**config.mk**
```make
export PLATFORM = sky130hd
export DESIGN_NAME = uartTop
export DESIGN_NICKNAME = d
export VERILOG_FILES = /design/src/hw/uartPkg.sv /design/src/hw/baudTickGen.sv /design/src/hw/uartFifo.sv /design/src/hw/uartTrans.sv /design/src/hw/uartRecv.sv /design/src/hw/uartRegs.sv /design/src/hw/uartTop.sv
export VERILOG_INCLUDE_DIRS = /design/src /design/src/hw
export SDC_FILE = /design/constraint.sdc
export NUM_CORES = 1
export LEC_CHECK = 0
export BUFFER_PORTS_ARGS = -buffer_cell sky130_fd_sc_hd__clkbuf_2
export CAP_MARGIN = 20
export CORE_MARGIN = 2
export CORE_UTILIZATION = 55
export CTS_CLUSTER_DIAMETER = 50
export CTS_CLUSTER_SIZE = 30
export DETAILED_ROUTE_END_ITERATION = 10
export GPL_ROUTABILITY_DRIVEN = 0
export PLACE_DENSITY = 0.75
export SLEW_MARGIN = 20
export SYNTH_ARGS = -nofsm -noshare
export SYNTH_HDL_FRONTEND = slang
export SYNTH_SLANG_ARGS = --single-unit
```
**constraint.sdc**
```tcl
create_clock -name clk -period 8.55 [get_ports clk]
set_input_delay 0.4275 -clock clk [delete_from_list [all_inputs] [get_ports clk]]
set_output_delay 0.4275 -clock clk [all_outputs]
set_load 0.03 [all_outputs]
```
**src/hw/uart_defs.svh**
```systemverilog
/*
 * UART shared constants
 * serial word format, oversampling stop length, FIFO depth
 * and the register map of the byte-wide processor port
 */
`ifndef UART_DEFS_SVH
`define UART_DEFS_SVH

//////////////////////////////////////////////////////////////////////
// serial frame

`define dataBits        8       // bits per serial word
`define sbTick          16      // ticks in one stop bit

//////////////////////////////////////////////////////////////////////
// buffering and register map

`define fifoDepth       16      // entries per direction

`define regAddrLen      2
`define regAddrData     `regAddrLen'd0  // tx push / rx pop
`define regAddrCtrl     `regAddrLen'd1  // enables and baud divisor
`define regAddrStat     `regAddrLen'd2  // flags, read clears errors

`endif

```
**src/hw/uartPkg.sv**
```systemverilog
/*
 * UART types
 * control word, status word, the register data word seen three ways
 * and the receive event handed from the receiver to the register block
 */
`include "uart_defs.svh"

package uartPkg;

	// control register, loaded by a CTRL write
	typedef struct packed {
		logic       txEn;       // transmitter may start a frame
		logic       rxEn;       // receiver may accept a start bit
		logic [5:0] divisor;    // tick every divisor+1 clocks
	} uartCtrl_t;

	// status register
	typedef struct packed {
		logic txFull;
		logic txEmpty;
		logic rxFull;
		logic rxEmpty;
		logic txBusy;
		logic overrun;          // sticky, rx byte lost on full fifo
		logic frameErr;         // sticky, stop bit sampled low
		logic rsvd;             // reads zero
	} uartStat_t;

	// one register word, meaning picked by the address
	typedef union packed {
		logic [`dataBits-1:0] data;
		uartCtrl_t            ctrl;
		uartStat_t            stat;
	} regWord_u;

	// received byte with its completion pulse
	typedef struct packed {
		logic [`dataBits-1:0] data;
		logic                 done;     // one clk wide
		logic                 stopErr;  // valid with done
	} rxEvent_t;

endpackage

```
**src/hw/baudTickGen.sv**
```systemverilog
/*
 * Baud tick generator
 * divides clk by divisor+1 into a one-cycle 16x oversampling tick,
 * idle while both serial directions are disabled
 */
`timescale 1ns/10ps

module baudTickGen (
	input  logic               clk,
	input  logic               reset,
	input  uartPkg::uartCtrl_t ctrl,
	output logic               sTick
);

	localparam int cntW = $bits(ctrl.divisor);

	logic [cntW-1:0] cnt;           // down counter
	logic            running;

	assign running = ctrl.txEn | ctrl.rxEn;

	//////////////////////////////////////////////////////////////////////
	// counter and tick

	always_ff @(posedge clk or posedge reset)
	begin
		if (reset)
		begin
			cnt   <= '0;
			sTick <= 1'b0;
		end
		else if (!running)
		begin
			cnt   <= ctrl.divisor;      // parked at reload
			sTick <= 1'b0;
		end
		else if (cnt == '0)
		begin
			cnt   <= ctrl.divisor;      // new divisor picked up here
			sTick <= 1'b1;
		end
		else
		begin
			cnt   <= cnt - 1'b1;
			sTick <= 1'b0;
		end
	end

endmodule

```
**src/hw/uartFifo.sv**
```systemverilog
/*
 * Show-ahead FIFO
 * circular buffer with occupancy count, head always on dout
 * full/empty flags, push on full and pop on empty are ignored
 */
`timescale 1ns/10ps
`include "uart_defs.svh"

module uartFifo #(
	parameter int depth = `fifoDepth
) (
	input  logic                 clk,
	input  logic                 reset,
	input  logic                 push,
	input  logic                 pop,
	input  logic [`dataBits-1:0] din,
	output logic [`dataBits-1:0] dout,
	output logic                 full,
	output logic                 empty
);

	localparam int ptrW = (depth > 1) ? $clog2(depth) : 1;
	localparam int cntW = $clog2(depth + 1);

	logic [`dataBits-1:0] mem [depth];
	logic [ptrW-1:0]      wrPtr, rdPtr;
	logic [cntW-1:0]      count;     // entries held
	logic                 doPush, doPop;

	assign full   = (count == cntW'(depth));
	assign empty  = (count == '0);
	assign doPush = push & ~full;
	assign doPop  = pop & ~empty;
	assign dout   = mem[rdPtr];     // show-ahead head

	// storage, no reset
	always_ff @(posedge clk)
	begin
		if (doPush)
			mem[wrPtr] <= din;
	end

	//////////////////////////////////////////////////////////////////////
	// pointers and count

	always_ff @(posedge clk or posedge reset)
	begin
		if (reset)
		begin
			wrPtr <= '0;
			rdPtr <= '0;
			count <= '0;
		end
		else
		begin
			if (doPush)
				wrPtr <= (wrPtr == ptrW'(depth - 1)) ? '0 : wrPtr + 1'b1;
			if (doPop)
				rdPtr <= (rdPtr == ptrW'(depth - 1)) ? '0 : rdPtr + 1'b1;
			case ({doPush, doPop})
				2'b10:   count <= count + 1'b1;
				2'b01:   count <= count - 1'b1;
				default: count <= count;    // none, or push and pop together
			endcase
		end
	end

endmodule

```
**src/hw/uartTrans.sv**
```systemverilog
/*
 * UART transmitter
 * four-state FSM (idle, start, data, stop) paced by the 16x tick
 * 8 data bits LSB first and one stop bit, pops the tx FIFO on leaving idle
 */
`timescale 1ns/10ps
`include "uart_defs.svh"

module uartTrans (
	input  logic                 clk,
	input  logic                 reset,
	input  logic                 sTick,
	input  logic                 txStart,
	input  logic [`dataBits-1:0] din,
	output logic                 tx,
	output logic                 txDoneTick,
	output logic                 txBusy
);

	localparam logic [3:0] bitLast = 4'd15;     // 16 ticks per bit

	typedef enum logic [1:0] {idle, start, data, stop} txState_t;

	txState_t                      stateReg, stateNext;
	logic [3:0]                    sReg, sNext;     // tick counter
	logic [$clog2(`dataBits)-1:0]  nReg, nNext;     // bit counter
	logic [`dataBits-1:0]          bReg, bNext;     // shift register
	logic                          txReg, txNext;

	//////////////////////////////////////////////////////////////////////
	// state registers

	always_ff @(posedge clk or posedge reset)
	begin
		if (reset)
		begin
			stateReg <= idle;
			sReg     <= '0;
			nReg     <= '0;
			bReg     <= '0;
			txReg    <= 1'b1;   // line idles high
		end
		else
		begin
			stateReg <= stateNext;
			sReg     <= sNext;
			nReg     <= nNext;
			bReg     <= bNext;
			txReg    <= txNext;
		end
	end

	//////////////////////////////////////////////////////////////////////
	// next state

	always_comb
	begin
		stateNext  = stateReg;
		sNext      = sReg;
		nNext      = nReg;
		bNext      = bReg;
		txNext     = txReg;
		txDoneTick = 1'b0;
		case (stateReg)
			idle:
			begin
				txNext = 1'b1;
				if (txStart)
				begin
					txDoneTick = 1'b1;      // fifo pop
					bNext      = din;       // head still valid on this edge
					sNext      = '0;
					stateNext  = start;
				end
			end
			start:
			begin
				txNext = 1'b0;              // start bit
				if (sTick)
				begin
					if (sReg == bitLast)
					begin
						sNext     = '0;
						nNext     = '0;
						stateNext = data;
					end
					else
						sNext = sReg + 1'b1;
				end
			end
			data:
			begin
				txNext = bReg[0];           // lsb first
				if (sTick)
				begin
					if (sReg == bitLast)
					begin
						sNext = '0;
						bNext = bReg >> 1;
						if (nReg == $clog2(`dataBits)'(`dataBits - 1))
							stateNext = stop;
						else
							nNext = nReg + 1'b1;
					end
					else
						sNext = sReg + 1'b1;
				end
			end
			stop:
			begin
				txNext = 1'b1;
				if (sTick)
				begin
					if (sReg == 4'(`sbTick - 1))
						stateNext = idle;   // done was already signalled at start
					else
						sNext = sReg + 1'b1;
				end
			end
			default: stateNext = idle;
		endcase
	end

	assign tx     = txReg;
	assign txBusy = (stateReg != idle);

endmodule

```
**src/hw/uartRecv.sv**
```systemverilog
/*
 * UART receiver
 * 16x oversampling, start bit confirmed at its middle,
 * data and stop sampled every 16th tick, stop-bit check and done pulse
 */
`timescale 1ns/10ps
`include "uart_defs.svh"

module uartRecv (
	input  logic                clk,
	input  logic                reset,
	input  logic                sTick,
	input  logic                rxEn,
	input  logic                rx,
	output uartPkg::rxEvent_t   rxEvent
);

	localparam logic [3:0] bitLast = 4'd15;
	localparam logic [3:0] midTick = 4'd7;     // 8th tick of the start bit

	typedef enum logic [1:0] {idle, start, data, stop} rxState_t;

	rxState_t                      stateReg, stateNext;
	logic [3:0]                    sReg, sNext;
	logic [$clog2(`dataBits)-1:0]  nReg, nNext;
	logic [`dataBits-1:0]          bReg, bNext;
	logic                          doneReg, doneNext;
	logic                          errReg, errNext;
	logic                          rxMeta, rxSync, rxPrev;
	logic                          rxFall;

	//////////////////////////////////////////////////////////////////////
	// synchronizer and edge detect

	always_ff @(posedge clk or posedge reset)
	begin
		if (reset)
		begin
			rxMeta <= 1'b1;
			rxSync <= 1'b1;
			rxPrev <= 1'b1;
		end
		else
		begin
			rxMeta <= rx;
			rxSync <= rxMeta;
			rxPrev <= rxSync;   // edge detect only
		end
	end

	assign rxFall = rxPrev & ~rxSync;

	always_ff @(posedge clk or posedge reset)
	begin
		if (reset)
		begin
			stateReg <= idle;
			sReg     <= '0;
			nReg     <= '0;
			doneReg  <= 1'b0;
			errReg   <= 1'b0;
		end
		else
		begin
			stateReg <= stateNext;
			sReg     <= sNext;
			nReg     <= nNext;
			doneReg  <= doneNext;
			errReg   <= errNext;
		end
	end

	// payload shift register
	always_ff @(posedge clk)
		bReg <= bNext;

	//////////////////////////////////////////////////////////////////////
	// next state

	always_comb
	begin
		stateNext = stateReg;
		sNext     = sReg;
		nNext     = nReg;
		bNext     = bReg;
		doneNext  = 1'b0;
		errNext   = 1'b0;
		case (stateReg)
			idle:
				if (rxEn && rxFall)
				begin
					sNext     = '0;
					stateNext = start;
				end
			start:
				if (sTick)
				begin
					if (sReg == midTick)
					begin
						sNext     = '0;
						nNext     = '0;
						stateNext = rxSync ? idle : data;   // glitch goes back
					end
					else
						sNext = sReg + 1'b1;
				end
			data:
				if (sTick)
				begin
					if (sReg == bitLast)
					begin
						sNext = '0;
						bNext = {rxSync, bReg[`dataBits-1:1]};  // lsb arrives first
						if (nReg == $clog2(`dataBits)'(`dataBits - 1))
							stateNext = stop;
						else
							nNext = nReg + 1'b1;
					end
					else
						sNext = sReg + 1'b1;
				end
			stop:
				if (sTick)
				begin
					if (sReg == 4'(`sbTick - 1))
					begin
						doneNext  = 1'b1;       // mid stop bit
						errNext   = ~rxSync;
						stateNext = idle;
					end
					else
						sNext = sReg + 1'b1;
				end
			default: stateNext = idle;
		endcase
	end

	assign rxEvent = '{data: bReg, done: doneReg, stopErr: errReg};

endmodule

```
**src/hw/uartRegs.sv**
```systemverilog
/*
 * UART register block
 * decodes the byte-wide register port, holds the control word and
 * the sticky error flags, builds status and registers the read data
 */
`timescale 1ns/10ps
`include "uart_defs.svh"

module uartRegs (
	input  logic                   clk,
	input  logic                   reset,
	input  logic [`regAddrLen-1:0] addr,
	input  logic                   wrEn,
	input  logic                   rdEn,
	input  uartPkg::regWord_u      wrData,
	output uartPkg::regWord_u      rdData,
	output uartPkg::uartCtrl_t     ctrl,
	output logic                   txPush,
	output logic [`dataBits-1:0]   txByte,
	output logic                   txReq,
	output logic                   rxPop,
	input  logic                   txFull,
	input  logic                   txEmpty,
	input  logic                   rxFull,
	input  logic                   rxEmpty,
	input  logic [`dataBits-1:0]   rxHead,
	input  logic                   txBusy,
	input  uartPkg::rxEvent_t      rxEvent,
	output logic                   rxPush
);

	uartPkg::uartStat_t stat;
	uartPkg::regWord_u  rdNext;
	logic               overrun, frameErr;
	logic               statRd, rxGood;

	//////////////////////////////////////////////////////////////////////
	// strobes to the datapath

	assign txPush = wrEn && (addr == `regAddrData) && !txFull;    // full drops the byte
	assign txByte = wrData.data;
	assign txReq  = ctrl.txEn & ~txEmpty;                          // tx start request
	assign rxPop  = rdEn && (addr == `regAddrData) && !rxEmpty;
	assign statRd = rdEn && (addr == `regAddrStat);

	assign rxGood = rxEvent.done & ~rxEvent.stopErr;
	assign rxPush = rxGood & ~rxFull;

	always_ff @(posedge clk or posedge reset)
	begin
		if (reset)
			ctrl <= '0;     // port disabled
		else if (wrEn && (addr == `regAddrCtrl))
			ctrl <= wrData.ctrl;
	end

	// sticky errors, a new event beats the clear
	always_ff @(posedge clk or posedge reset)
	begin
		if (reset)
		begin
			overrun  <= 1'b0;
			frameErr <= 1'b0;
		end
		else
		begin
			if (statRd)
			begin
				overrun  <= 1'b0;
				frameErr <= 1'b0;
			end
			if (rxGood && rxFull)
				overrun <= 1'b1;
			if (rxEvent.done && rxEvent.stopErr)
				frameErr <= 1'b1;
		end
	end

	//////////////////////////////////////////////////////////////////////
	// status word and read mux

	assign stat = '{txFull: txFull, txEmpty: txEmpty, rxFull: rxFull, rxEmpty: rxEmpty,
		txBusy: txBusy, overrun: overrun, frameErr: frameErr, rsvd: 1'b0};

	always_comb
	begin
		rdNext = '0;        // unmapped address reads zero
		case (addr)
			`regAddrData: rdNext.data = rxEmpty ? '0 : rxHead;
			`regAddrCtrl: rdNext.ctrl = ctrl;
			`regAddrStat: rdNext.stat = stat;
			default:      rdNext = '0;
		endcase
	end

	always_ff @(posedge clk or posedge reset)
	begin
		if (reset)
			rdData <= '0;
		else if (rdEn)
			rdData <= rdNext;   // held until the next read
	end

endmodule

```
**src/hw/uartTop.sv**
```systemverilog
/*
 * UART top level
 * register block, one FIFO per direction, baud tick generator
 * and the serial transmitter and receiver
 */
`timescale 1ns/10ps
`include "uart_defs.svh"

module uartTop (
	input  logic                   clk,
	input  logic                   reset,
	input  logic [`regAddrLen-1:0] addr,
	input  logic                   wrEn,
	input  logic                   rdEn,
	input  uartPkg::regWord_u      wrData,
	output uartPkg::regWord_u      rdData,
	output logic                   tx,
	input  logic                   rx
);

	uartPkg::uartCtrl_t   ctrl;
	uartPkg::rxEvent_t    rxEvent;
	logic                 sTick;
	logic                 txPush, txReq, txDoneTick, txBusy, txFull, txEmpty;
	logic                 rxPush, rxPop, rxFull, rxEmpty;
	logic [`dataBits-1:0] txByte, txHead, rxHead;

	uartRegs regs (
		.clk(clk), .reset(reset), .addr(addr), .wrEn(wrEn), .rdEn(rdEn),
		.wrData(wrData), .rdData(rdData), .ctrl(ctrl),
		.txPush(txPush), .txByte(txByte), .txReq(txReq), .rxPop(rxPop),
		.txFull(txFull), .txEmpty(txEmpty), .rxFull(rxFull), .rxEmpty(rxEmpty),
		.rxHead(rxHead), .txBusy(txBusy), .rxEvent(rxEvent), .rxPush(rxPush)
	);

	baudTickGen tickGen (.clk(clk), .reset(reset), .ctrl(ctrl), .sTick(sTick));

	//////////////////////////////////////////////////////////////////////
	// transmit path

	uartFifo #(.depth(`fifoDepth)) txFifo (
		.clk(clk), .reset(reset), .push(txPush), .pop(txDoneTick),
		.din(txByte), .dout(txHead), .full(txFull), .empty(txEmpty)
	);

	uartTrans trans (
		.clk(clk), .reset(reset), .sTick(sTick), .txStart(txReq), .din(txHead),
		.tx(tx), .txDoneTick(txDoneTick), .txBusy(txBusy)
	);

	//////////////////////////////////////////////////////////////////////
	// receive path

	uartRecv recv (
		.clk(clk), .reset(reset), .sTick(sTick), .rxEn(ctrl.rxEn), .rx(rx),
		.rxEvent(rxEvent)
	);

	uartFifo #(.depth(`fifoDepth)) rxFifo (
		.clk(clk), .reset(reset), .push(rxPush), .pop(rxPop),
		.din(rxEvent.data), .dout(rxHead), .full(rxFull), .empty(rxEmpty)
	);

endmodule

```
==> run_summary.xml <==
<?xml version="1.0" encoding="UTF-8"?>
<metrics>
  <group name="routing">
    <metric name="wl_per_cell" unit="um">21.8</metric>
    <metric name="vias" unit="">7721</metric>
    <metric name="drt_pass1_iterations" unit="">7</metric>
    <metric name="detail_route.vias_per_cell" unit="">6.04</metric>
    <metric name="drt_first_iter_violations" unit="">722</metric>
    <metric name="drtAntennaViolNets" unit="">0</metric>
    <metric name="remaining_design_rule_violation_count" unit="">0</metric>
    <metric name="wirelength" unit="um">27800</metric>
  </group>
  <group name="critical_path">
    <metric name="worst-endpoint-required" unit="ns">9.00</metric>
    <metric name="timing.critical_path.from_type" unit="">flop</metric>
    <metric name="timing.reg2reg.worst_path_depth" unit="">10</metric>
    <metric name="timing.rr.start" unit="">rxFifo.count[0]$_DFFE_PP0P_</metric>
    <metric name="timing.critical_path.to" unit="">rxFifo.count[4]$_DFFE_PP0P_</metric>
    <metric name="worst_r2r_setup_slack" unit="ns">5.37</metric>
    <metric name="timing.critical_path.fanout_max" unit="">12</metric>
    <metric name="r2r-end" unit="">rxFifo.count[4]$_DFFE_PP0P_</metric>
    <metric name="setup.worst_path.end_class" unit="">flop</metric>
    <metric name="crit_path_max_incr_delay" unit="ns">0.58</metric>
    <metric name="crit_chain" unit="">nor4_1 &gt; a2111o_1 &gt; inv_1 &gt; ha_1 &gt; fa_1 &gt; a21o_1 &gt; a21oi_1 &gt; xor2_1 &gt; nor2_1 &gt; xnor2_1</metric>
    <metric name="setup.worst_path.start" unit="">rxFifo.count[0]$_DFFE_PP0P_</metric>
    <metric name="cpMaxStageDelayCell" unit="">sky130_fd_sc_hd__nor4_1</metric>
    <metric name="worstSetupPathType" unit="">reg -&gt; reg</metric>
    <metric name="timing.critical_path.arrival" unit="ns">3.63</metric>
  </group>
  <group name="global_route">
    <metric name="via_count_of_the_first_global_routing_pass" unit="">7685</metric>
    <metric name="gr-usage-all-layers" unit="">0.205</metric>
    <metric name="grt_max_degree" unit="">57</metric>
    <metric name="grt_pass1_wl" unit="um">44100</metric>
    <metric name="antenna_found_initial" unit="">0</metric>
    <metric name="overflow" unit="">0</metric>
  </group>
  <group name="sta">
    <metric name="timing.final.setup_violations" unit="">0</metric>
    <metric name="timing.final.crit_period" unit="ns">3.18</metric>
    <metric name="layout_worst_path_cycle_share" unit="">0.372</metric>
    <metric name="report.final.hold_viol_count" unit="">0</metric>
    <metric name="highest_achievable_clock_rate" unit="GHz">0.314</metric>
    <metric name="final_total_negative_setup_slack" unit="ns">0</metric>
    <metric name="rsz_0062_raised_after_global_routing" unit="">no</metric>
    <metric name="timing.max_slew.rel_slack" unit="">0.386</metric>
    <metric name="timing_max_transition_violations_final" unit="">0</metric>
    <metric name="max_slew.worst_pin.slew" unit="ns">0.916</metric>
    <metric name="skew" unit="ns">0.0157</metric>
  </group>
  <group name="floorplan">
    <metric name="placeableCoreArea" unit="mm2">0.0259</metric>
    <metric name="effective_utilization_at_floorplan" unit="">0.558</metric>
    <metric name="floorplan.io_pins" unit="">24</metric>
    <metric name="die_width" unit="um">166</metric>
    <metric name="die_h" unit="um">166</metric>
    <metric name="floorplan.die_area" unit="mm2">0.0276</metric>
    <metric name="rows" unit="">59</metric>
  </group>
  <group name="clock_network">
    <metric name="post_cts_resized" unit="">0</metric>
    <metric name="cts-root-to-sink-buffers" unit="">3</metric>
    <metric name="cts_tree" unit="">yes</metric>
    <metric name="clock_latency" unit="ns">0.57</metric>
    <metric name="worst_setup_hold_path_clk_slew" unit="ns">0.07</metric>
    <metric name="cts_inserted_buffers" unit="">29</metric>
    <metric name="cts_num_sinks" unit="">347</metric>
    <metric name="cts.htree.levels" unit="">1</metric>
    <metric name="ctsRootBufferMaster" unit="">sky130_fd_sc_hd__clkbuf_16</metric>
  </group>
  <group name="finish">
    <metric name="stdcell_area" unit="mm2">0.0159</metric>
    <metric name="finalCoreUtilization" unit="">0.613</metric>
    <metric name="fillerInstances" unit="">1806</metric>
    <metric name="nets" unit="">967</metric>
    <metric name="layout-area-overhead-vs-synth" unit="%">9.84</metric>
    <metric name="layout.cells.most_common_list" unit="">sky130_fd_sc_hd__edfxtp_1 (264), sky130_fd_sc_hd__dfrtp_1 (76), sky130_fd_sc_hd__nand2_1 (60)</metric>
    <metric name="final_layout_size_suffix_gt1_frac" unit="">0.179</metric>
    <metric name="layout.cells.most_common" unit="">sky130_fd_sc_hd__edfxtp_1</metric>
    <metric name="layoutNonFillerInstCount" unit="">1279</metric>
    <metric name="antenna_cells" unit="">0</metric>
  </group>
  <group name="flow_run">
    <metric name="maxCapViolCount" unit="">0</metric>
  </group>
  <group name="pwr">
    <metric name="power.leakage" unit="nW">5.63</metric>
    <metric name="power-per-cell-area" unit="mW/mm2">291</metric>
    <metric name="irDropWorstVdd" unit="V">0.000241</metric>
  </group>
  <group name="run_status">
    <metric name="outcome" unit="">finished, final reports clean</metric>
  </group>
  <group name="placement">
    <metric name="portBuffers" unit="">23</metric>
    <metric name="post_dp_cell_area" unit="mm2">0.0149</metric>
    <metric name="placed_cell_count" unit="">1223</metric>
    <metric name="detailed_placer_s_ending_hpwl" unit="um">18100</metric>
  </group>
  <group name="logic_synthesis">
    <metric name="ys_types" unit="">61</metric>
    <metric name="synth-edff-count" unit="">264</metric>
    <metric name="synth.cell_area" unit="mm2">0.0145</metric>
    <metric name="ys_warn_count" unit="">0</metric>
    <metric name="synthesis.area_per_instance" unit="um2">16.1</metric>
    <metric name="syn_nets" unit="">945</metric>
    <metric name="async_flop_share" unit="">0.239</metric>
    <metric name="synth-main-ff-cell" unit="">sky130_fd_sc_hd__edfxtp_1</metric>
    <metric name="seq_area_frac_synth" unit="">0.692</metric>
    <metric name="synth_cells" unit="">899</metric>
    <metric name="synth_register_bits" unit="">347</metric>
  </group>
  <group name="worst_hold_path">
    <metric name="worst_min_delay_path_category" unit="">in -&gt; reg</metric>
  </group>
</metrics>
## worst max-delay path: cells and delay by family, from the launching register on
family | cells | cell delay [ns]
adder cells (fa/ha/maj) | 2 | 0.82
AO/OA/AOI/OAI | 3 | 0.68
AND/OR/NAND/NOR | 2 | 0.65
flip-flops | 1 | 0.44
XOR/XNOR | 2 | 0.30
buffers and inverters | 1 | 0.19
## timing repair
item	CTS	global route
hold endpoints to repair	28	0
buffers inserted	0	0
hold buffers	2	0
## worst min-delay path by stage
stage / start / end / slack (ns) / depth (start not counted)
5_1_grt: addr[0] / txFifo.wrPtr[1]$_DFFE_PP0P_ / 0.32 / 4
4_1_cts: addr[0] / txFifo.wrPtr[1]$_DFFE_PP0P_ / 0.26 / 4
3_3_place_gp: recv.rxMeta$_DFF_PP1_ / recv.rxSync$_DFF_PP1_ / 0.35 / 0
6_report: addr[0] / txFifo.wrPtr[1]$_DFFE_PP0P_ / 0.29 / 4
3_5_place_dp: recv.rxMeta$_DFF_PP1_ / recv.rxSync$_DFF_PP1_ / 0.35 / 0
2_1_floorplan: recv.rxMeta$_DFF_PP1_ / recv.rxSync$_DFF_PP1_ / 0.35 / 0
## state kept, by name, indices dropped and copies added (netlist names), 5 cells and up, named ones only
register,flops
tickGen.cnt,6
recv.bReg,8
regs.ctrl,8
trans.bReg,8
txFifo.count,5
txFifo.mem,128
regs.rdData,8
rxFifo.mem,128
rxFifo.count,5
## synth_stat cells, drive strengths merged (14+ instances only)
cell	instances	share of area
a21oi	22	0.0076
a22o	19	0.012
and2	15	0.0065
buf	18	0.0069
clkbuf	26	0.0067
dfrtp	79	0.14
edfxtp	264	0.55
ha	30	0.026
inv	24	0.0062
mux2i	22	0.015
mux4	56	0.087
nand2	60	0.016
nor2	45	0.012
o21ai	46	0.016
o22ai	14	0.0061
## through the flow
stage	hold slack, ns	power, mW	worst slack, ns
5_1_grt	0.315	4.85	5.12
6_report	0.288	4.62	5.37
2_1_floorplan	0.345	3.03	5.64
3_3_place_gp	0.348	3.28	5.47
3_5_place_dp	0.353	3.31	5.39
4_1_cts	0.265	4.65	5.37
## kinds of logic after synthesis
group	Yosys count	share of synthesized area
DFF	347	0.692
muxes	90	0.112
buffers and inverters	68	0.0199
adders and majority gates	31	0.0273
xor gates and xnor gates	21	0.0127
and+or+nand+nor	188	0.0628
AOI/OAI and AO/OA	154	0.0734
## where the power goes
group	switching [mW]	internal [mW]	leakage, nW
clock	0.676	0.669	0.483
sequential	0.195	1.94	3.40
combinational	0.595	0.541	1.74
## final cells by class
type | instances | area, um2 | share of cell area
well taps | 335 | 419 | 0.0264
multi-input cells | 484 | 4170 | 0.263
clock inverters | 25 | 255 | 0.0161
flip-flops and latches | 347 | 10000 | 0.630
clock buffers | 29 | 726 | 0.0457
inverters | 24 | 91.3 | 0.00575
repair buffers | 35 | 210 | 0.0132
## layer usage
metal  wire length, um  up-vias  global-route usage
li1                  -     3544                   -
met4               879        0              0.0696
met5                 0        -                   0
met1             11700     3918               0.278
met3              1180       52              0.0298
met2             14100      207               0.346
Note: power is estimated with default switching activity, not from simulation.
